### src/rtl/ray_pkg.sv
package ray_pkg;

    // Q16.16 words
    parameter int COORD_BITS = 32;
    parameter int FRAC_BITS = 16;

    typedef logic signed [COORD_BITS-1:0] coord_t;

    typedef struct packed {
        coord_t x;
        coord_t y;
        coord_t z;
    } vec3_t;

    // plane channel operands for n.v0 - n.origin
    typedef struct packed {
        vec3_t normal;
        vec3_t v0;
        vec3_t origin;
    } plane_req_t;

    // ray channel operands for n.dir
    typedef struct packed {
        vec3_t normal;
        vec3_t dir;
    } ray_req_t;

    // what one dot stage consumes
    typedef struct packed {
        vec3_t a;
        vec3_t b;
    } dot_pair_t;

endpackage

### src/rtl/divide_q.sv
module divide_q (
    input  logic            clock,
    input  logic            rst_n,
    input  ray_pkg::coord_t dividend,
    input  ray_pkg::coord_t divisor,
    input  logic            in_empty,
    output logic            in_rd_en,
    output ray_pkg::coord_t out,
    output logic            out_empty,
    input  logic            out_rd_en
);

    localparam int W = ray_pkg::COORD_BITS;
    localparam int N = ray_pkg::COORD_BITS + ray_pkg::FRAC_BITS;
    localparam int CNT_BITS = $clog2(N);
    localparam ray_pkg::coord_t COORD_MAX = {1'b0, {(W-1){1'b1}}};

    typedef enum logic [1:0] {
        S_IDLE,
        S_BUSY,
        S_FINISH
    } state_t;

    state_t state;
    logic [CNT_BITS-1:0] count;
    logic [N-1:0] num;
    logic [N-1:0] signed_q;
    logic [W-1:0] rem;
    logic [W-1:0] den;
    logic [W:0] rem_shift;
    logic [W-1:0] dividend_mag;
    logic [W-1:0] divisor_mag;
    logic q_bit;
    logic negate;
    logic zero_div;
    logic out_valid;

    assign dividend_mag = dividend[W-1] ? -dividend : dividend;
    assign divisor_mag = divisor[W-1] ? -divisor : divisor;

    // one restoring step, num shifts out dividend bits and takes quotient bits
    assign rem_shift = {rem, num[N-1]};
    assign q_bit = rem_shift >= {1'b0, den};
    assign signed_q = negate ? -num : num;

    // output slot must be free by the time the result lands
    assign in_rd_en = !in_empty && state == S_IDLE && (!out_valid || out_rd_en);
    assign out_empty = !out_valid;

    always_ff @(posedge clock or negedge rst_n) begin
        if (!rst_n) begin
            state <= S_IDLE;
            count <= '0;
            out_valid <= 1'b0;
        end else begin
            case (state)
                S_IDLE: begin
                    if (in_rd_en) begin
                        state <= S_BUSY;
                        count <= '0;
                    end
                end
                S_BUSY: begin
                    count <= count + 1'b1;
                    if (count == CNT_BITS'(N - 1)) begin
                        state <= S_FINISH;
                    end
                end
                S_FINISH: state <= S_IDLE;
                default: state <= S_IDLE;
            endcase
            out_valid <= (state == S_FINISH) || (out_valid && !out_rd_en);
        end
    end

    always_ff @(posedge clock) begin
        if (in_rd_en) begin
            num <= {dividend_mag, {ray_pkg::FRAC_BITS{1'b0}}};
            rem <= '0;
            den <= divisor_mag;
            negate <= dividend[W-1] ^ divisor[W-1];
            zero_div <= divisor == '0;
        end else if (state == S_BUSY) begin
            num <= {num[N-2:0], q_bit};
            rem <= q_bit ? W'(rem_shift - {1'b0, den}) : rem_shift[W-1:0];
        end
        // zero divisor saturates
        if (state == S_FINISH) begin
            out <= zero_div ? COORD_MAX : ray_pkg::coord_t'(signed_q);
        end
    end

    a_no_pop_busy: assert property (@(posedge clock) disable iff (!rst_n)
        !(in_rd_en && state != S_IDLE))
        else $error("divider popped while busy");

    a_latency: assert property (@(posedge clock) disable iff (!rst_n)
        in_rd_en |-> ##(N + 2) !out_empty)
        else $error("divider result late");

endmodule

### config.mk
export PLATFORM = sky130hd
export DESIGN_NAME = divide_q
export DESIGN_NICKNAME = d
export VERILOG_FILES = /design/src/rtl/ray_pkg.sv /design/src/rtl/divide_q.sv
export SDC_FILE = /design/constraint.sdc
export NUM_CORES = 1
export LEC_CHECK = 0
export ABC_AREA = 1
export BUFFER_PORTS_ARGS = -buffer_cell sky130_fd_sc_hd__buf_2
export CAP_MARGIN = 5
export CORE_MARGIN = 3
export CORE_UTILIZATION = 60
export CTS_BUF_LIST = sky130_fd_sc_hd__clkbuf_2 sky130_fd_sc_hd__clkbuf_4 sky130_fd_sc_hd__clkbuf_8
export CTS_CLUSTER_DIAMETER = 60
export CTS_CLUSTER_SIZE = 16
export DETAILED_ROUTE_END_ITERATION = 7
export GPL_ROUTABILITY_DRIVEN = 0
export PLACE_DENSITY = 0.9
export SYNTH_ARGS = -nofsm -noshare
export SYNTH_HDL_FRONTEND = slang
export SYNTH_SLANG_ARGS = --single-unit
export TNS_END_PERCENT = 20
### constraint.sdc
create_clock -name clock -period 2.79 [get_ports clock]
set_input_delay 0.1395 -clock clock [delete_from_list [all_inputs] [get_ports clock]]
set_output_delay 0.1395 -clock clock [all_outputs]
set_load 0.1 [all_outputs]
; Word-level counts from Yosys, hierarchy flattened
; Cells that the tools add are included.
; Widths: inputs -> output; s select.
[word_totals]
reg_bits = 155
latch_bits = 0
ram_bits = 0
mem_bits_ro = 0
inputBits = 68
n_memories = 0
[classes]
add_sub_neg = 5
n_mul = 0
n_div = 0
order_cmp = 1
eq_ne = 5
shift = 0
muxes = 11
bitwise = 1
reduce_logical = 14
[op_table]
columns = op, count
row1 = $mux 32, 3
row2 = $mux 48, 2
row3 = $neg 32->32, 3
row4 = $ge 33x32->1, 1
row5 = $logic_not 32->1, 1
row6 = $sub 32x32->32, 1
row7 = $mux 31, 1
row8 = $pmux 6 s2, 1
row9 = $add 6x1->6 const B, 1
row10 = $eq 6x6->1 const B, 1
row11 = $mux 6, 1
row12 = $mux 2, 2
row13 = $ne 2x2->1 const B, 2
row14 = $pmux 2 s2, 1
row15 = $reduce_and 2->1, 2
row16 = $reduce_bool 2->1, 2
row17 = $logic_and 1x1->1, 3
row18 = $logic_not 1->1, 3
row19 = $eq 2x1->1 const B, 1
row20 = $eq 2x2->1 const B, 1
row21 = $logic_not 2->1, 1
row22 = $logic_or 1x1->1, 2
row23 = $xor 1x1->1, 1

; Depth between registers and ports, before layout
; Gate-level depths: netlist of run 1.
[depth]
depth_word = 5
ltp_mapped = 17

; Least setup slack after synthesis of run 1
; OpenSTA, ideal clock, no wires.
[synth_timing]
path_type = register -> register
startpoint = register out_valid
endpoint = register den[0] (enable)
setup_ps = 452
arrival_ps = 3316
required_time_ps = 2338
path_slack_ps = -979
path_stages_with_launch = 5
path_cell_list = dfrtp_1 > inv_1 > nor2_1 > nor4_4 > clkbuf_1
[synth_between]
elab_chain_cells = 3
[synth_lines]
columns = item, line_no
row1 = start: declaration, divide_q.sv:36  ; logic out_valid;
row2 = start signal: assignment, divide_q.sv:72  ; out_valid <= (state == S_FINISH) || (out_valid && !out_rd_en);
row3 = $logic_not 1->1, -
row4 = via out_empty, divide_q.sv:9  ; output logic out_empty,
row5 = $logic_or 1x1->1, divide_q.sv:47  ; assign in_rd_en = !in_empty && state == S_IDLE && (!out_valid || out_rd_en);
row6 = $logic_and 1x1->1, divide_q.sv:47
row7 = via in_rd_en, divide_q.sv:7  ; output logic in_rd_en,
row8 = end signal: assignment, divide_q.sv:80  ; den <= divisor_mag;
row9 = end: declaration, divide_q.sv:29  ; logic [W-1:0] den;
; The timed path passes the listed nets, and every way through them passes these cells.
; A chain may end at the register's enable or synchronous reset.

; Final worst setup path of run 1
[layout_timing]
startpoint = register rem[19]
endpoint = register rem[25]
[layout_between]
elab_chain_cells = 2
word_cells_on_any_way = 3
cone_classes = add/sub (1) / order compare (1) / mux (1)
[layout_lines]
columns = item, line_no
row1 = start: declaration, divide_q.sv:28  ; logic [W-1:0] rem;
row2 = start signal: assignment, divide_q.sv:85  ; rem <= q_bit ? W'(rem_shift - {1'b0, den}) : rem_shift[W-1:0];
row3 = $sub 32x32->32 or $ge 33x32->1 (tied branches), "divide_q.sv:85, divide_q.sv:43"
row4 = $mux 32 (*), divide_q.sv:85
; Every way passes the cells marked *; elsewhere a longest branch is shown, timed or not.

==> flow_summary.json, run 1 <==
{
  "synthFlopType": "edfxtp_1",
  "synthMuxAreaShare_pct": 0,
  "cts_buffers": 17,
  "multi_input_area_um2": 5572,
  "die_y_um": 140.8,
  "area_growth_pct": 11.22,
  "dp_slack_ns": 0.4605,
  "synth.avg_cell_area_um2": 6.891,
  "hold_path.class": "in2reg",
  "leakage_nw": 6.027,
  "peakVddDrop_mv": 0.4754,
  "cts_sinks": 155,
  "p_seq_share_pct": 33.6,
  "synth_fp_nets": 1688,
  "track_usage_pct": 27.70,
  "place.port_buffers": 101,
  "grt_pass1_vias": 9849,
  "yosysSeqAreaShare_pct": 37.85,
  "synthSimpleGateAreaFrac_pct": 33.00,
  "avgRoutedWirePerCell_um": 14.32,
  "n_antenna_cell": 0,
  "ioPinCount": 102,
  "cts_repair_resize_count": 0,
  "initial_utilization_pct": 62.21,
  "fmax_ghz": 0.4019,
  "holdCritStartpoint": "divisor[26]",
  "synth_top_area_cell": "edfxtp_1",
  "synth_edf_count": 98,
  "dr_total_vias": 10810,
  "combPwrFrac_pct": 53.0,
  "h-tree-depth": 4,
  "cp_max_fo": 43,
  "synth_cell_types": 53,
  "drc_errors": 0,
  "synthesis.area_um2": 10910,
  "fin_crit_ns": 2.488,
  "synth_top_family_by_area": "simple AND/OR/NAND/NOR gates",
  "grt_pass1_wl_mm": 45.18,
  "setup_viol": 0,
  "dieArea_um2": 19840,
  "grt_max_degree": 66,
  "firstDrtPassIters": 6,
  "netlist_instances": 1583,
  "clk_pin_slew_ns": 0.08,
  "clk-insertion-delay-late_ns": 0.47,
  "slew_viol_final": 0,
  "seq_area_um2": 4129,
  "layout-drive-gt1-share_pct": 11.32,
  "synthXorXnorAreaFrac_pct": 2.890,
  "ys_top_cells_by_area": "edfxtp_1 27%, nand2_1 15%, inv_1 9.3%, dfxtp_1 8.8%, nor2_1 6.2%",
  "drt-total-wl_mm": 27.63,
  "cts_root_buf": "clkbuf_8",
  "rows": 48,
  "ys_top_cells_by_count": "442 x nand2_1, 270 x inv_1, 179 x nor2_1",
  "yosys_warnings": 0,
  "nets": 1797,
  "postCtsSetupBuffers": 0,
  "startpoint": "rem[19]$_SDFFE_PP0P_",
  "hpwlAfterDp_mm": 20.48,
  "status": "finished clean",
  "tightestPinTransition_ns": 1.073,
  "synthAdderAreaFrac_pct": 4.312,
  "p_int_w": 0.006130,
  "die_x_um": 140.8,
  "fillCellCount": 1378,
  "synth-compound-area-share_pct": 10.85,
  "switching_share_pct": 47.31,
  "slew_headroom_pct": 28.41,
  "crit_path_start_kind": "flop",
  "yosysMostFrequentCell": "nand2_1",
  "finalCritPeriodShare_pct": 89.18,
  "rsz0062_at_grt": "no",
  "grt-ovfl-total": 0,
  "setup_tns_ns": 0,
  "crit_required_ns": 3.15,
  "tritoncts": "done",
  "crit_arrival_ns": 2.85,
  "antenna_left": 0,
  "hold_viol": 0,
  "core-area_um2": 17540,
  "netlist.area_leader.share_pct": 26.98,
  "p_sw_w": 0.005505,
  "antenna_found_initial": 0,
  "powerDensity_nw_per_um2": 959.0,
  "clkPwrFrac_pct": 13.4,
  "max_cap_viol_count": 0,
  "async_reset_ff_share_pct": 5.806,
  "fin_skew_ns": 0.01979,
  "crit_path_end_kind": "flop",
  "path_class": "reg2reg",
  "drt_iter0_drc": 1163,
  "place_inst": 1884,
  "fin_util_pct": 69.19,
  "yosys_register_bits": 155,
  "clockBufferDepth": 2,
  "r2r-start": "rem[19]$_SDFFE_PP0P_",
  "fin_cells": 1930,
  "vias_per_cell": 5.601,
  "post-route-worst-setup-slack_ns": 0.3018
}
## state kept, by name, summed over array words and instances, names as in the netlist
signal,cells
out_valid,1
negate,1
rem,32
count,6
num,48
den,32
state,2
zero_div,1
out,32
## layout by cell type (no fill, tap or decap), types with 5 or more instances in the layout
cell type,count
nand2_1,442
inv_1,270
nor2_1,178
nand3_1,112
buf_2,100
edfxtp_1,98
o21ai_0,79
a21oi_1,65
dfxtp_1,48
ha_1,36
nand4_1,27
xor2_1,22
clkbuf_8,18
nor3_1,17
a22oi_1,15
o22ai_1,14
xnor2_1,14
dlygate4sd3_1,14
nand2_2,12
buf_4,10
o21ai_1,9
dfrtp_1,9
inv_2,6
o211ai_1,6
or2_2,6
nor4_1,5
nor3_2,5
nor2_2,5
## logic make-up after synthesis
| family | count (synthesis) |
|---|---|
| buffers and inverters | 315 |
| and+or+nand+nor | 831 |
| adders and majority gates | 37 |
| AOI/OAI and AO/OA | 209 |
| DFF | 155 |
| xor gates and xnor gates | 36 |
## per-stage QoR
step                instance area, um^2  total power, W  hold WS (ns)
floorplan                         10910        0.008507       -0.1561
global placement                  11640        0.009656      0.002434
detailed placement                11640        0.009909      0.004265
CTS                               12130         0.01151      0.001726
global route                      12130         0.01262       0.02107
finish                            12130         0.01164       0.03898
## worst max-delay path, stage by stage (launching register included)
cell and delay (ns):
dfxtp_1 0.35, ha_1 0.40, nand2_2 0.14, inv_1 0.05, nand2_1 0.08, nand2_1 0.08
nand2_1 0.07, nand2_1 0.07, nand2_2 0.09, nand3_4 0.09, nor2_8 0.21, nand2_8 0.20
inv_1 0.25, nand2_1 0.11, nand3_1 0.10, nand2_1 0.06
## final cells by class
type	count	share of cell area, %
well taps	225	2.320
clock buffers	22	2.289
multi-input cells	1113	45.92
clock inverters	10	0.5775
repair buffers	126	6.229
inverters	279	8.631
flip-flops and latches	155	34.03
## per-layer routing
metal,routed length [um],vias up,GRT usage (%)
li1,-,5298,-
met2,13200,572,47.28
met3,2253,100,5.326
met4,941,0,11.63
met5,0,-,0
met1,11240,4839,34.43
## power groups by stage
| stage | combinational, W | clock (W) | sequential, W |
|---|---|---|---|
| floorplan | 0.00471 | 0 | 0.00380 |
| global placement | 0.00576 | 0 | 0.00390 |
| detailed placement | 0.00598 | 0 | 0.00393 |
| CTS | 0.00605 | 0.00157 | 0.00389 |
| global route | 0.00696 | 0.00167 | 0.00398 |
| finish | 0.00616 | 0.00156 | 0.00391 |
## worst paths after layout
check	to	slack [ns]	depth (start not counted)
worst min-delay path	den[26]$_DFFE_PP_	0.04	2
worst min register to register	rem[3]$_SDFFE_PP0P_	0.48	2
max in group asynchronous	count[2]$_DFFE_PN0P_	2.54	2
worst max register to register	rem[25]$_SDFFE_PP0P_	0.30	15
min in group asynchronous	out_valid$_DFF_PN0_	0.06	2
worst max-delay path	rem[25]$_SDFFE_PP0P_	0.30	15
## repair_timing
action                                 CTS  global route
setup endpoints to repair                0             0
endpoints found under the hold margin   22             0
hold buffers                            14             0
Power figures use the tool's default switching activity.
==> inputs of run 2 (changes only) <==
--- a/config.mk
+++ b/config.mk
@@ -8,6 +8,7 @@
 export ABC_AREA = 1
 export BUFFER_PORTS_ARGS = -buffer_cell sky130_fd_sc_hd__buf_2
 export CAP_MARGIN = 5
+export CORE_ASPECT_RATIO = 0.5
 export CORE_MARGIN = 3
 export CORE_UTILIZATION = 60
 export CTS_BUF_LIST = sky130_fd_sc_hd__clkbuf_2 sky130_fd_sc_hd__clkbuf_4 sky130_fd_sc_hd__clkbuf_8
==> flow_summary.json, run 2 (synthesis results as in run 1) <==
{
  "status": "finished clean",
  "powerDensity_nw_per_um2": 985.5,
  "drt_iter0_drc": 1063,
  "drt-total-wl_mm": 28.98,
  "n_antenna_cell": 0,
  "fin_util_pct": 69.64,
  "grt_max_degree": 44,
  "fin_skew_ns": 0.02215,
  "firstDrtPassIters": 6,
  "track_usage_pct": 29.20,
  "rows": 34,
  "die_y_um": 101.3,
  "hold_viol": 0,
  "drc_errors": 0,
  "setup_viol": 0,
  "antenna_left": 0,
  "setup_tns_ns": 0,
  "fmax_ghz": 0.4026,
  "dr_total_vias": 10900,
  "ioPinCount": 102,
  "cpMaxStageDelayCell": "ha_1",
  "met2_length_mm": 12.93,
  "clk-insertion-delay-late_ns": 0.48,
  "critical_path.cell_chain": "inv_1, ha_1, nand2_1, nor2_1, inv_1, nor2_1, nand3_2, nand3_4, nor2_8, nand2_8, inv_1, nor2_1, o21ai_1",
  "cp_max_fo": 43,
  "mostFrequentLayoutCells": "442 x nand2_1, 270 x inv_1, 178 x nor2_1",
  "dp_slack_ns": 0.3905,
  "clk_pin_slew_ns": 0.10,
  "area_growth_pct": 12.42,
  "rsz0062_at_grt": "no",
  "top_layer": "met5",
  "post-route-worst-setup-slack_ns": 0.3058,
  "clockBufferDepth": 2,
  "h-tree-depth": 4,
  "fin_crit_ns": 2.484,
  "cts_repair_resize_count": 0,
  "cts_sinks": 155,
  "slew_viol_final": 0,
  "grt-ovfl-total": 0,
  "core-area_um2": 17610,
  "final_common_cell": "nand2_1",
  "max_cap_viol_count": 0,
  "fillCellCount": 1453,
  "hold_path.class": "in2async",
  "cts_buffers": 17,
  "tightestPinTransition_ns": 1.066,
  "wl_met1_mm": 12.23,
  "avgRoutedWirePerCell_um": 14.89,
  "vias_per_cell": 5.600,
  "place.port_buffers": 101,
  "grt_pass1_vias": 9801,
  "initial_utilization_pct": 61.94,
  "met3_wirelength_mm": 2.825,
  "largest_reg_flops": 48,
  "crit_required_ns": 3.15,
  "die_x_um": 196.7,
  "cts_root_buf": "clkbuf_8",
  "slew_headroom_pct": 28.85,
  "dieArea_um2": 19930,
  "crit_path_end_kind": "flop",
  "finalCritPeriodShare_pct": 89.04,
  "tritoncts": "done",
  "r2r_slack_ns": 0.31,
  "nets": 1804,
  "path_class": "reg2reg",
  "crit_path_start_kind": "flop",
  "postCtsSetupBuffers": 0,
  "critPathMaxStageDelay_ns": 0.35,
  "hpwlAfterDp_mm": 21.17,
  "layout-drive-gt1-share_pct": 11.39,
  "largest-register": "num",
  "crit_arrival_ns": 2.84,
  "ff2ff_path_depth": 13,
  "leakage_nw": 6.083,
  "peakVddDrop_mv": 0.4253,
  "grt_pass1_wl_mm": 46.94,
  "antenna_found_initial": 1
}
run 2: cell types whose count changed in the layout (fill, tap and decap cells not counted), sizes merged:
cell,before,now
clkbuf,22,19
bufinv,0,3
buf,112,113
inv,278,283
dlygate4sd3,14,20
clkinv,10,4
clkinvlp,1,2
run 2: what timing repair did:
action,in CTS,in global routing
endpoints found under the hold margin,28,0
setup endpoints to repair,0,0
hold buffers,20,0
run 2: where the power goes:
group,internal [W],switching (W),total [W]
Clock,0.000932,0.000963,0.00190
Combinational,0.00211,0.00410,0.00621
Sequential,0.00334,0.000645,0.00398
Total,0.00638,0.00571,0.0121
run 2: area by class of cell:
| type | instances | area (um^2) | area share (%) |
|---|---|---|---|
| clock buffer | 19 | 249.0 | 2.030 |
| clock inverter | 13 | 178.9 | 1.459 |
| inverter | 279 | 1047 | 8.539 |
| multi-input combinational | 1113 | 5572 | 45.43 |
| sequential | 155 | 4129 | 33.67 |
| tap | 234 | 292.8 | 2.387 |
| timing repair buffer | 133 | 795.8 | 6.488 |
run 2: metrics by stage:
stage | hold slack (ns) | cells | power, W | instance area [um^2]
CTS | 0.001578 | 1946 | 0.01192 | 12260
floorplan | -0.1561 | 1583 | 0.008507 | 10910
global placement | -0.0001057 | 1894 | 0.009725 | 11640
detailed placement | 0.002737 | 1894 | 0.009930 | 11640
finish | 0.02598 | 1946 | 0.01209 | 12260
global route | 0.01125 | 1946 | 0.01308 | 12260
run 2: worst paths after layout:
| path | startpoint | end |
|---|---|---|
| hold reg to reg | rem[31]$_SDFFE_PP0P_ | rem[31]$_SDFFE_PP0P_ |
| max in group asynchronous | rst_n | count[0]$_DFFE_PN0P_ |
| min in group clock | divisor[28] | den[28]$_DFFE_PP_ |
| hold / removal | rst_n | state[1]$_DFFE_PN0P_ |
| setup / recovery | den[27]$_DFFE_PP_ | rem[27]$_SDFFE_PP0P_ |
| setup reg to reg | den[27]$_DFFE_PP_ | rem[27]$_SDFFE_PP0P_ |
run 2: metal layers:
metal	global-route usage [%]	vias up
met1	38.90	4845
met4	11.87	2
met3	5.384	96
met2	47.88	626
met5	0	-
li1	-	5328
run 2: critical path: cells and delay by family, from the launching register on:
kind	cells	cell delay, ns
fa+ha+maj	1	0.35
compound gates	1	0.08
flops	1	0.33
buf+inv	3	0.35
simple gates	8	1.23
